[src/nabp_pkg.sv]
package nabp_pkg;

    // fixed geometry
    localparam int K_ANGLES    = 8;
    localparam int K_S_LEN     = 16;
    localparam int K_IMG_DIM   = 8;
    // trig table is Q1.6
    localparam int K_TRIG_FRAC = 6;

    // raw sinogram sample
    typedef logic [11:0]        data_t;
    // filtered sample, signed after the high-pass
    typedef logic signed [15:0] fdata_t;
    typedef logic [2:0]         angle_t;
    // detector bin within a line
    typedef logic [3:0]         bin_t;
    // pixel coordinate, row or column
    typedef logic [2:0]         coord_t;
    // pixel accumulator
    typedef logic signed [23:0] pix_t;
    // row * 8 + column
    typedef logic [5:0]         img_addr_t;
    typedef logic signed [7:0]  trig_t;

    // cos and sin of k * 22.5 deg, rounded
    localparam trig_t K_COS [K_ANGLES] = '{
        8'sd64, 8'sd59, 8'sd45, 8'sd24, 8'sd0, -8'sd24, -8'sd45, -8'sd59
    };
    localparam trig_t K_SIN [K_ANGLES] = '{
        8'sd0, 8'sd24, 8'sd45, 8'sd59, 8'sd64, 8'sd59, 8'sd45, 8'sd24
    };

    // sideband that rides along with each sample
    typedef struct packed {
        logic   valid;
        logic   last;
        logic   bank;
        bin_t   s;
        angle_t angle;
    } line_tag_t;

    // one pixel visit, broadcast to all processing elements
    typedef struct packed {
        logic   valid;
        logic   last;
        logic   bank;
        coord_t x;
        coord_t r;
        angle_t angle;
    } scan_t;

    typedef enum logic [1:0] {SA_IDLE, SA_RUN, SA_WAIT_CREDIT} sa_state_t;
    typedef enum logic [1:0] {PSC_IDLE, PSC_WAIT_BANK, PSC_SCAN, PSC_DRAIN} psc_state_t;

endpackage

[src/nabp_filter.sv]
module nabp_filter (
    input  logic                clk,
    input  logic                rst,
    input  nabp_pkg::data_t     val_in,
    input  nabp_pkg::line_tag_t tag_in,
    output nabp_pkg::fdata_t    val_out,
    output nabp_pkg::line_tag_t tag_out
);
    import nabp_pkg::*;

    // x[s-1] and x[s-2]
    data_t  x1;
    data_t  x2;
    data_t  xm1;
    data_t  xm2;
    logic   line_start;
    fdata_t y;

    // zeros before the start of each line
    assign line_start = (tag_in.s == '0);
    assign xm1        = line_start ? '0 : x1;
    assign xm2        = line_start ? '0 : x2;

    // 2x[s] - x[s-1] - x[s-2]
    assign y = (fdata_t'({4'b0000, val_in}) <<< 1)
             - fdata_t'({4'b0000, xm1})
             - fdata_t'({4'b0000, xm2});

    always_ff @(posedge clk) begin
        if (rst) begin
            tag_out <= '0;
        end else begin
            tag_out <= tag_in;
        end
    end

    always_ff @(posedge clk) begin
        // history only moves on real samples
        if (tag_in.valid) begin
            x1 <= val_in;
            x2 <= xm1;
        end
        val_out <= y;
    end

endmodule

[config.mk]
export PLATFORM = sky130hd
export DESIGN_NAME = nabp_filter
export DESIGN_NICKNAME = d
export VERILOG_FILES = /design/src/nabp_pkg.sv /design/src/nabp_filter.sv
export SDC_FILE = /design/constraint.sdc
export NUM_CORES = 1
export LEC_CHECK = 0
export ABC_CLOCK_PERIOD_IN_PS = 4200
export BUFFER_PORTS_ARGS = -buffer_cell sky130_fd_sc_hd__buf_2
export CAP_MARGIN = 20
export CORE_MARGIN = 5
export CORE_UTILIZATION = 35
export DETAILED_ROUTE_END_ITERATION = 7
export SETUP_SLACK_MARGIN = 0.05
export SYNTH_ARGS = -nofsm -noshare
export SYNTH_HDL_FRONTEND = slang
export SYNTH_SLANG_ARGS = --single-unit
[constraint.sdc]
create_clock -name clk -period 4.2 [get_ports clk]
set_input_delay 0.63 -clock clk [delete_from_list [all_inputs] [get_ports clk]]
set_output_delay 0.63 -clock clk [all_outputs]
set_load 0.02 [all_outputs]
Word-level counts from Yosys, hierarchy flattened
Index checks and enable logic that the tools add are counted.

Add/sub/neg operators: 2. Reductions and logical operators: 1. Mux-type cells: 2.

Operators by type and width (number): $mux 12 (2); $sub 14x13->15 (1); $sub 13x12->14 (1); $logic_not 4->1 (1).

Bits in registers: 49. Input port bits: 24.

Depth between registers and ports, before layout
Gate-level depths: netlist (run 1).

Word-level depth: 4. Gate-level depth with buffers: 18. Depth with buffers taken out: 16.

Worst setup path before layout (run 1)
No wires, ideal clock.

Kind: input -> register. From: input port tag_in[4] in the netlist's numbering. To: register val_out[13]. Data arrival time: 4.000 ns. Library setup time: 0.124 ns. Stages: 18. Data required time: 4.076 ns. Slack: 0.076 ns. Cell sequence: or4_1 -> clkbuf_1 -> clkbuf_1 -> nand2_1 -> ha_1 -> a21oi_1 -> nand2_1 -> a221o_1 -> a221o_1 -> a21oi_1 -> xnor2_1 -> ha_1 -> nand2_1 -> o21a_1 -> inv_1 -> a211oi_1 -> mux2i_1 -> xor2_1.

Longest elaborated chain between the ends: 4.

RTL lines: from (decl) (line nabp_filter.sv:5) `input nabp_pkg::line_tag_t tag_in,`; $logic_not 4->1 * (line nabp_filter.sv:20) `assign line_start = (tag_in.s == '0);`; $mux 12 (line nabp_filter.sv:21) `assign xm1 = line_start ? '0 : x1;`; $sub 13x12->14 (line nabp_filter.sv:26) `- fdata_t'({4'b0000, xm1})`; $sub 14x13->15 * (line nabp_filter.sv:27) `- fdata_t'({4'b0000, xm2});`; net y[13] (line nabp_filter.sv:17) `fdata_t y;`; to (signal assigned) (line nabp_filter.sv:43) `val_out <= y;`; to (decl) (line nabp_filter.sv:6) `output nabp_pkg::fdata_t val_out,`.

The timed path passes the listed nets; every way through them passes the cells marked *. A chain may end at the register's enable or synchronous reset.

Final worst setup path (run 1)
Same ends and word-level chain as after synthesis.

==> results of run 1 <==
[worst max-delay path by stage]
stage	startpoint	to	slack, ps	cells past startpoint
2_1_floorplan	tag_in[4]	val_out[13]	80	18
4_1_cts	tag_in[4]	val_out[13]	210	17
6_report	tag_in[4]	val_out[13]	330	17
3_3_place_gp	tag_in[4]	val_out[13]	-30	17
5_1_grt	tag_in[4]	val_out[11]	90	17
3_5_place_dp	tag_in[4]	val_out[13]	-100	17
[registers in the layout, indices dropped and copies added, names as in the netlist]
signal and count:
val_out 15, x1 12, x2 12, tag_out 10
[cells by family after synthesis]
kind of cell / synth area share (%)
AO/OA/AOI/OAI: 15.5
XOR/XNOR: 7.64
adder cells (fa/ha/maj): 13.0
buffers and inverters: 3.27
flip-flops: 48.4
multiplexers: 0.397
AND/OR/NAND/NOR: 11.8
[per-stage QoR]
| stage | power, mW | hold slack, ps |
|---|---|---|
| 4_1_cts | 1.58 | 518 |
| 2_1_floorplan | 1.09 | 501 |
| 5_1_grt | 1.69 | 508 |
| 3_3_place_gp | 1.30 | 517 |
| 3_5_place_dp | 1.31 | 524 |
| 6_report | 1.57 | 528 |
[cell usage after synthesis, drive strengths merged, types with 2 or more instances]
cell / n
a211oi: 2
clkbuf: 3
nor2b: 14
ha: 23
xnor2: 13
edfxtp: 24
a21oi: 19
nand3: 2
o41ai: 2
nor2: 9
dfxtp: 25
inv: 17
and2: 2
fa: 2
xor2: 9
a21o: 2
and3: 2
nand2: 30
o21ai: 7
o31ai: 2
a31oi: 3
a221o: 2
o21a: 4
o21bai: 3
nor3: 3
[power by group]
part | internal (mW) | switching (mW) | leakage (nW)
Sequential | 0.599 | 0.0176 | 0.446
Clock | 0.116 | 0.151 | 0.0450
Combinational | 0.303 | 0.380 | 0.982
[metal layers]
| metal | GRT usage [%] | share of wire, % |
|---|---|---|
| met5 | 0 | 0 |
| met2 | 19.4 | 47 |
| met4 | 3.97 | 1.5 |
| met3 | 2.23 | 3.5 |
| met1 | 15.6 | 48 |
[worst reg2reg max path: cells and delay by family (launching register included)]
family / cells / cell delay (ps)
adders and majority gates: 2 / 670
muxes: 1 / 120
and+or+nand+nor: 3 / 230
buffers and inverters: 2 / 190
xor gates and xnor gates: 2 / 280
DFF: 1 / 330
AOI/OAI and AO/OA: 6 / 1340
[cell type report]
cell class,instances,area [µm²],share of cell area [%]
flip-flops and latches,49,1220,38.7
repair buffers,74,433,13.7
clock buffers,6,72.6,2.30
clock inverters,2,10.0,0.318
well taps,99,124,3.93
multi-input cells,166,1230,38.9
inverters,17,63.8,2.02
==> results.txt, run 1 <==
Critical Path Fanout Max: 8
RSZ-0062 raised after global routing: no
Layout cells sized above 1: 28.0%
Root Buffer: clkbuf_8
Hold_sp: val_in[4]
Clock Skew: 8.23 ps
Residual DRC count: 0
Fin area: 3150 µm²
Die Span Y: 94.9 µm
Critical path, cell by cell: buf_2 > or4_4 > nand2_1 > ha_1 > o21a_1 > o221a_2 > nor3_1 > o21bai_1 > a21oi_1 > xnor2_1 > ha_1 > nand3_1 > o221ai_1 > o21bai_1 > a211oi_1 > mux2i_1 > xor2_1
Fill count: 700
VDD IR max: 0.000129 V
Clk_lat worst skew: 300 ps
P per Cell Area: 497 nW/µm²
ANT cells: 0
Leading area contributor after synthesis: edfxtp_1
Largest net degree at the start of global routing: 26
Seq/Total Area, Yosys: 48.4%
Detail Route Antenna Nets: 0
Critical Path RT: 4380 ps
Critical path class: in2reg
Commonest cells after routing, fill and taps aside: buf_2 (49), nand2_1 (30), buf_4 (25), dfxtp_1 (25), edfxtp_1 (24)
Max-cap viol count: 0
CTS tree: done
Hold Crit Class: in2reg
Final Wtd Congestion: 0.786
Starting Density: 35.3%
Final setup vio count: 0
Slew HR: 64.1%
Peak per-stage delay on the critical path: 580 ps
Reg2Reg Launch Point: x1[1]
Num CTS Buffers: 5
Crit end category: flop
Critical Path Slowest Stage Cell: or4_4
Reg2reg end: val_out[13]
Drt wl/cell: 11.6 µm
Vias in the first global route: 1,887
DPL Wire Length: 3850 µm
Layout Area Growth over Synthesis: 25.0%
Sum Neg Setup Slack: 0 ps
Place WS: -104 ps
Via Count: 1,849
Synthesized area: 2520 µm²
# Post-CTS Setup Buffers: 0
Cell Count, Final, Fillers Out: 413
# resized after CTS: 0
Final Core Density: 44.2%
Cell variety after synth: 39
Largest cells by area after synthesis: edfxtp_1 (29%), dfxtp_1 (20%), ha_1 (11%), xnor2_1 (4.5%), nand2_1 (4.5%)
Worst Tran Pin Value: 539 ps
Synthesis warning total: 0
Most common cell after layout, fill and taps aside: buf_2
Clock-pin slew on the worst setup and hold paths: 90 ps
Initial antenna violation count: 0
Core area: 7140 µm²
Global route overflow: 0
Cells after Synth: 236
Endpoints failing hold: 0
Ys flop type: dfxtp_1
Final Critical Period: 3870 ps
Critical Path AT: 4050 ps
Async SR Flop Fraction: 0%
Vias/cell: 4.48
Endpoint, Worst Hold: x1[4]
Max H-tree Level: 2
Io pins: 50
Die Wd: 94.9 µm
CP top delay family: compound AO/OA/AOI/OAI gates
Port bufs: 49
R2R Setup Slk: 910 ps
Initial DRT Pass Iterations: 4
CP startpoint kind: input port
Post-synth top area share: 28.6%
Crit share post-route: 92.1%
Global-route wire length before repair: 8450 µm
Seq cells post-synth: 49
Fmax: 0.258 GHz
Status: complete, no violations
Placed Area: 3060 µm²
EDFF count, synth: 24
Clk sinks: 49
Post-Route WL: 4800 µm
LEAKAGE: 1.47 nW
Nets: 362
Slew Limit Fails: 0
GRT Total Usage: 11.8%
CTS Hold Buffers Added: 0
Longest Clk Path Bufs: 2
Net count after synthesis: 285
Worst setup margin: 330 ps
Worst hold stages: 1
WP buf/inv: 1
# rows: 31
DRT iter0 DRCs: 49
Die area: 9010 µm²
Placed cells: 405
Worst reg2reg path depth: 16
Syn avg cell area: 10.7 µm²
(Power assumes the default switching activity.)
==> inputs of run 2 (changes only) <==
CAP_MARGIN = 5   (was 20)
CORE_UTILIZATION = 45   (was 35)
PLACE_DENSITY = 0.7   (was default)
==> results.txt, run 2 (synthesized netlist as in run 1, its figures left out) <==
RSZ-0062 raised after global routing: no (unchanged)
Share of power burned in registers: 37.8% (was 39.3%)
Initial antenna violation count: 0 (unchanged)
LEAKAGE: 1.48 nW (was 1.47 nW)
Nets: 359 (was 362)
Final Critical Period: 3870 ps (about the same)
Vias in the first global route: 1,773 (was 1,887)
Reg2reg end: val_out[13] (unchanged)
Fill count: 500 (was 700)
Most common cell after layout, fill and taps aside: buf_2 (unchanged)
Clk_lat worst skew: 300 ps (about the same)
DPL Wire Length: 3700 µm (was 3850 µm)
Longest Clk Path Bufs: 2 (unchanged)
Global route overflow: 0 (unchanged)
Starting Density: 46.1% (was 35.3%)
Port bufs: 49 (unchanged)
Cell Count, Final, Fillers Out: 383 (was 413)
Final setup vio count: 0 (unchanged)
Hold Crit Class: in2reg (unchanged)
Worst reg2reg path depth: 16 (unchanged)
ANT cells: 0 (unchanged)
Fmax: 0.258 GHz (about the same)
Die area: 7200 µm² (was 9010 µm²)
Critical path class: in2reg (unchanged)
Endpoints failing hold: 0 (unchanged)
Number of flip-flops in the largest register: 15 (unchanged)
Core area: 5470 µm² (was 7140 µm²)
Worst Tran Pin Value: 545 ps (was 539 ps)
Final Core Density: 57.2% (was 44.2%)
# Post-CTS Setup Buffers: 0 (unchanged)
Vias/cell: 4.80 (was 4.48)
Max-cap viol count: 0 (unchanged)
Global-route wire length before repair: 7830 µm (was 8450 µm)
Layout cells sized above 1: 27.3% (was 28.0%)
Root Buffer: clkbuf_8 (unchanged)
DRT iter0 DRCs: 65 (was 49)
Layout Area Growth over Synthesis: 24.2% (was 25.0%)
Clk sinks: 49 (unchanged)
Die Wd: 84.9 µm (was 94.9 µm)
Sum Neg Setup Slack: 0 ps (unchanged)
Critical Path Fanout Max: 8 (unchanged)
Clock Skew: 2.85 ps (was 8.23 ps)
Placed Area: 3000 µm² (was 3060 µm²)
Slew HR: 63.6% (was 64.1%)
Slew Limit Fails: 0 (unchanged)
Residual DRC count: 0 (unchanged)
Place WS: -67.2 ps (was -104 ps)
Io pins: 50 (unchanged)
Net switching power: 0.546 mW (was 0.548 mW)
Endpoint, Worst Hold: x1[4] (unchanged)
Commonest cells after routing, fill and taps aside: buf_2 (49), nand2_1 (30), dfxtp_1 (25) (was buf_2 (49), nand2_1 (30), buf_4 (25), dfxtp_1 (25), edfxtp_1 (24))
VDD IR max: 0.000257 V (was 0.000129 V)
Fin area: 3130 µm² (was 3150 µm²)
Total power: 1.63 mW (was 1.57 mW)
Die Span Y: 84.9 µm (was 94.9 µm)
Max H-tree Level: 2 (unchanged)
Critical Path AT: 4060 ps (was 4050 ps)
Clock-pin slew on the worst setup and hold paths: 90 ps (about the same)
Crit share post-route: 92.2% (was 92.1%)
Biggest register: val_out (unchanged)
Initial DRT Pass Iterations: 4 (unchanged)
Worst setup margin: 329 ps (was 330 ps)
Final Wtd Congestion: 0.866 (was 0.786)
Via Count: 1,839 (was 1,849)
Critical Path RT: 4390 ps (was 4380 ps)
R2R Setup Slk: 950 ps (was 910 ps)
Top Registers: val_out (15), x1 (12), x2 (12) (unchanged)
Crit end category: flop (unchanged)
Largest net degree at the start of global routing: 26 (unchanged)
Drt wl/cell: 12.3 µm (was 11.6 µm)
Reg2Reg Launch Point: x1[1] (unchanged)
Worst hold stages: 1 (unchanged)
Detail Route Antenna Nets: 0 (unchanged)
# rows: 27 (was 31)
Status: complete, no violations (unchanged)
Placed cells: 375 (was 405)
Internal power: 1.09 mW (was 1.02 mW)
GRT Total Usage: 13.4% (was 11.8%)
Num CTS Buffers: 5 (unchanged)
CTS tree: done (unchanged)
Combinational Power Share: 41.3% (was 43.6%)
WHS: 524 ps (was 528 ps)
Post-Route WL: 4690 µm (was 4800 µm)
CP startpoint kind: input port (unchanged)
Hold_sp: val_in[4] (unchanged)
Clock power share: 20.9% (was 17.0%)
P per Cell Area: 521 nW/µm² (was 497 nW/µm²)
Sw frac: 33.5% (was 35.0%)
## run 2: cell count changes in the layout (fill, tap and decap cells not counted), sizes merged
| cell | delta |
|---|---|
| buf | -3 |
| clkbuf | +1 |
| clkinv | -1 |
## run 2: power groups by stage
stage	clock, mW	combinational (mW)	sequential, mW
CTS	0.354	0.678	0.619
detailed placement	0	0.673	0.630
global placement	0	0.664	0.628
floorplan	0	0.365	0.730
global route	0.370	0.741	0.629
finish	0.341	0.673	0.617
## run 2: worst max path at each step
stage	depth (start not counted)	endpoint	from
after floorplan	18	val_out[13]	tag_in[4]
after global placement	17	val_out[13]	tag_in[4]
after detailed placement	17	val_out[11]	tag_in[4]
after CTS	17	val_out[11]	tag_in[4]
after global routing	17	val_out[11]	tag_in[4]
final	17	val_out[11]	tag_in[4]
## run 2: layer usage
metal | track usage (%) | vias up | routed length [µm]
met2 | 21.4 | 39 | 2190
met5 | 0 | - | 0
met1 | 17.9 | 811 | 2260
li1 | - | 984 | -
met4 | 4.32 | 0 | 57
met3 | 3.11 | 5 | 187
## run 2: layout make-up
class | count | area (µm²) | share of cell area [%]
clock buffers | 7 | 119 | 3.80
clock inverters | 1 | 5.00 | 0.160
inverters | 17 | 63.8 | 2.04
multi-input cells | 166 | 1220 | 39.0
flip-flops and latches | 49 | 1220 | 39.0
well taps | 72 | 90.1 | 2.88
repair buffers | 71 | 410 | 13.1
## run 2: what timing repair did
action / CTS / global route
endpoints found under the hold margin: 0 / 0
resized for setup: 0 / 1
endpoints found under the setup margin: 0 / 2
hold buffers: 0 / 0
## run 2: critical path, stage by stage
cell	delay, ps
buf_2	110
or4_4	590
nand2_1	120
ha_1	230
o21a_1	200
o221a_2	280
nor3_1	200
o21bai_1	110
a21oi_1	180
xnor2_1	90
ha_1	330
nand3_1	100
o221ai_1	120
o21bai_1	230
a211oi_1	270
o21bai_1	110
xor2_1	140
==> inputs of run 3 (changes only) <==
PLACE_DENSITY = default   (was 0.7)
PLACE_DENSITY_LB_ADDON = 0.2   (was default)
==> results.txt, run 3 (synthesized netlist as in run 1, its figures left out) <==
Critical Path RT: 4380 ps (was 4390 ps)
Top Registers: val_out (15), x1 (12), x2 (12) (unchanged)
Commonest cells after routing, fill and taps aside: buf_2 (49), nand2_1 (30), buf_4 (30) (was buf_2 (49), nand2_1 (30), dfxtp_1 (25))
Port bufs: 49 (unchanged)
Residual DRC count: 0 (unchanged)
RSZ-0062 raised after global routing: no (unchanged)
Internal power: 1.08 mW (was 1.09 mW)
Critical path, cell by cell: buf_2 > or4_4 > nand2_1 > ha_1 > o21a_1 > o221a_2 > nor3_2 > o21bai_1 > a21oi_1 > xnor2_1 > ha_1 > nand3_1 > o221ai_1 > o21bai_1 > a211oi_1 > o21bai_1 > xor2_1 (was buf_2 > or4_4 > nand2_1 > ha_1 > o21a_1 > o221a_2 > nor3_1 > o21bai_1 > a21oi_1 > xnor2_1 > ha_1 > nand3_1 > o221ai_1 > o21bai_1 > a211oi_1 > o21bai_1 > xor2_1)
Root Buffer: clkbuf_8 (unchanged)
Global-route wire length before repair: 8630 µm (was 7830 µm)
Clock-pin slew on the worst setup and hold paths: 90 ps (about the same)
# rows: 27 (unchanged)
P per Cell Area: 508 nW/µm² (was 521 nW/µm²)
Starting Density: 46.1% (unchanged)
Clock Skew: 6.45 ps (was 2.85 ps)
Final setup vio count: 0 (unchanged)
Layout Area Growth over Synthesis: 26.4% (was 24.2%)
Area of the multi-input gates: 1230 µm² (was 1220 µm²)
Critical path's most frequent cell: o21bai_1 (unchanged)
Final Core Density: 58.3% (was 57.2%)
Die Wd: 84.9 µm (unchanged)
DPL Wire Length: 3790 µm (was 3700 µm)
Net switching power: 0.542 mW (was 0.546 mW)
GRT Total Usage: 14.7% (was 13.4%)
Endpoints failing hold: 0 (unchanged)
Num CTS Buffers: 5 (unchanged)
Final Wtd Congestion: 0.895 (was 0.866)
Via Count: 1,857 (was 1,839)
Longest Clk Path Bufs: 2 (unchanged)
CP startpoint kind: input port (unchanged)
CTS Hold Buffers Added: 0 (unchanged)
Global route overflow: 0 (unchanged)
Crit share post-route: 90.9% (was 92.2%)
Status: complete, no violations (unchanged)
Die Span Y: 84.9 µm (unchanged)
Vias in the first global route: 1,914 (was 1,773)
Critical Path AT: 4000 ps (was 4060 ps)
# Post-CTS Setup Buffers: 0 (unchanged)
DRT iter0 DRCs: 27 (was 65)
Critical path class: in2reg (unchanged)
Number of flip-flops in the largest register: 15 (unchanged)
Biggest register: val_out (unchanged)
Critical Path Slowest Stage Cell: or4_4 (unchanged)
Critical Path Fanout Max: 8 (unchanged)
Hold Crit Class: in2reg (unchanged)
VDD IR max: 0.000236 V (was 0.000257 V)
Final Critical Period: 3820 ps (was 3870 ps)
Clk_lat worst skew: 290 ps (was 300 ps)
# resized after CTS: 0 (unchanged)
Slew Limit Fails: 0 (unchanged)
Io pins: 50 (unchanged)
Nets: 367 (was 359)
Detail Route Antenna Nets: 0 (unchanged)
Slew HR: 64.1% (was 63.6%)
Max H-tree Level: 2 (unchanged)
Layout cells sized above 1: 29.5% (was 27.3%)
Largest net degree at the start of global routing: 26 (unchanged)
LEAKAGE: 1.51 nW (was 1.48 nW)
Fmax: 0.262 GHz (was 0.258 GHz)
Worst Tran Pin Value: 539 ps (was 545 ps)
CTS tree: done (unchanged)
Vias/cell: 4.75 (was 4.80)
Drt wl/cell: 11.9 µm (was 12.3 µm)
Initial antenna violation count: 0 (unchanged)
Clock power share: 19.2% (was 20.9%)
Sw frac: 33.4% (was 33.5%)
Register area: 1220 µm² (unchanged)
Combinational Power Share: 42.7% (was 41.3%)
Fill count: 501 (was 500)
Share of power burned in registers: 38.1% (was 37.8%)
Core area: 5470 µm² (unchanged)
Post-Route WL: 4670 µm (was 4690 µm)
Crit end category: flop (unchanged)
Most common cell after layout, fill and taps aside: buf_2 (unchanged)
ANT cells: 0 (unchanged)
Clk sinks: 49 (unchanged)
Peak per-stage delay on the critical path: 590 ps (about the same)
Max-cap viol count: 0 (unchanged)
Die area: 7200 µm² (unchanged)
Initial DRT Pass Iterations: 4 (unchanged)
WHS: 527 ps (was 524 ps)
run 3: cell count changes in the layout (fill, tap and decap cells not counted), sizes merged:
cell    before  now
buf         71   79
inv         17   18
clkinv       1    0
run 3: cell type report:
type | count | area share (%)
Tap cell | 72 | 2.82
Timing Repair Buffer | 79 | 14.8
Clock inverter | 1 | 0.118
Sequential cell | 49 | 38.3
Inverter | 17 | 2.00
Clock buffer | 7 | 3.37
Multi-Input combinational cell | 166 | 38.6
run 3: final timing paths:
check	slack, ps	startpoint	to	depth (start not counted)
max	380	tag_in[4]	val_out[11]	17
min	530	val_in[7]	x1[7]	1
max reg2reg	950	x1[1]	val_out[13]	16
min reg2reg	540	x1[8]	x2[8]	2
run 3: metal layers:
metal	wire length (µm)	share of wire [%]	track usage [%]
met5	0	0	0
met3	290	6.2	4.17
met1	2310	50	19.6
met4	82	1.8	4.89
met2	1990	42	23.1
run 3: stage by stage:
step / std cells / setup slack, ps / setup TNS [ps] / cell area, µm² / power [mW]
after floorplan: 236 / 76.1 / 0 / 2520 / 1.09
after global placement: 383 / -26.3 / -43.6 / 3060 / 1.31
after detailed placement: 383 / -111 / -210 / 3060 / 1.32
after CTS: 391 / 172 / 0 / 3180 / 1.64
after global routing: 391 / 58.6 / 0 / 3190 / 1.76
final: 391 / 384 / 0 / 3190 / 1.62
run 3: power by group through the flow:
stage	logic [mW]	registers [mW]	clock network, mW
after global routing	0.780	0.629	0.349
after global placement	0.683	0.628	0
after floorplan	0.365	0.730	0
after detailed placement	0.692	0.629	0
after CTS	0.696	0.618	0.327
final	0.693	0.617	0.312
run 3: worst max-delay path, delay by kind of cell:
family                   cells  cell delay, ps
AND/OR/NAND/NOR              4             960
buffers and inverters        1             100
adder cells (fa/ha/maj)      2             500
XOR/XNOR                     2             300
AO/OA/AOI/OAI                8            1490
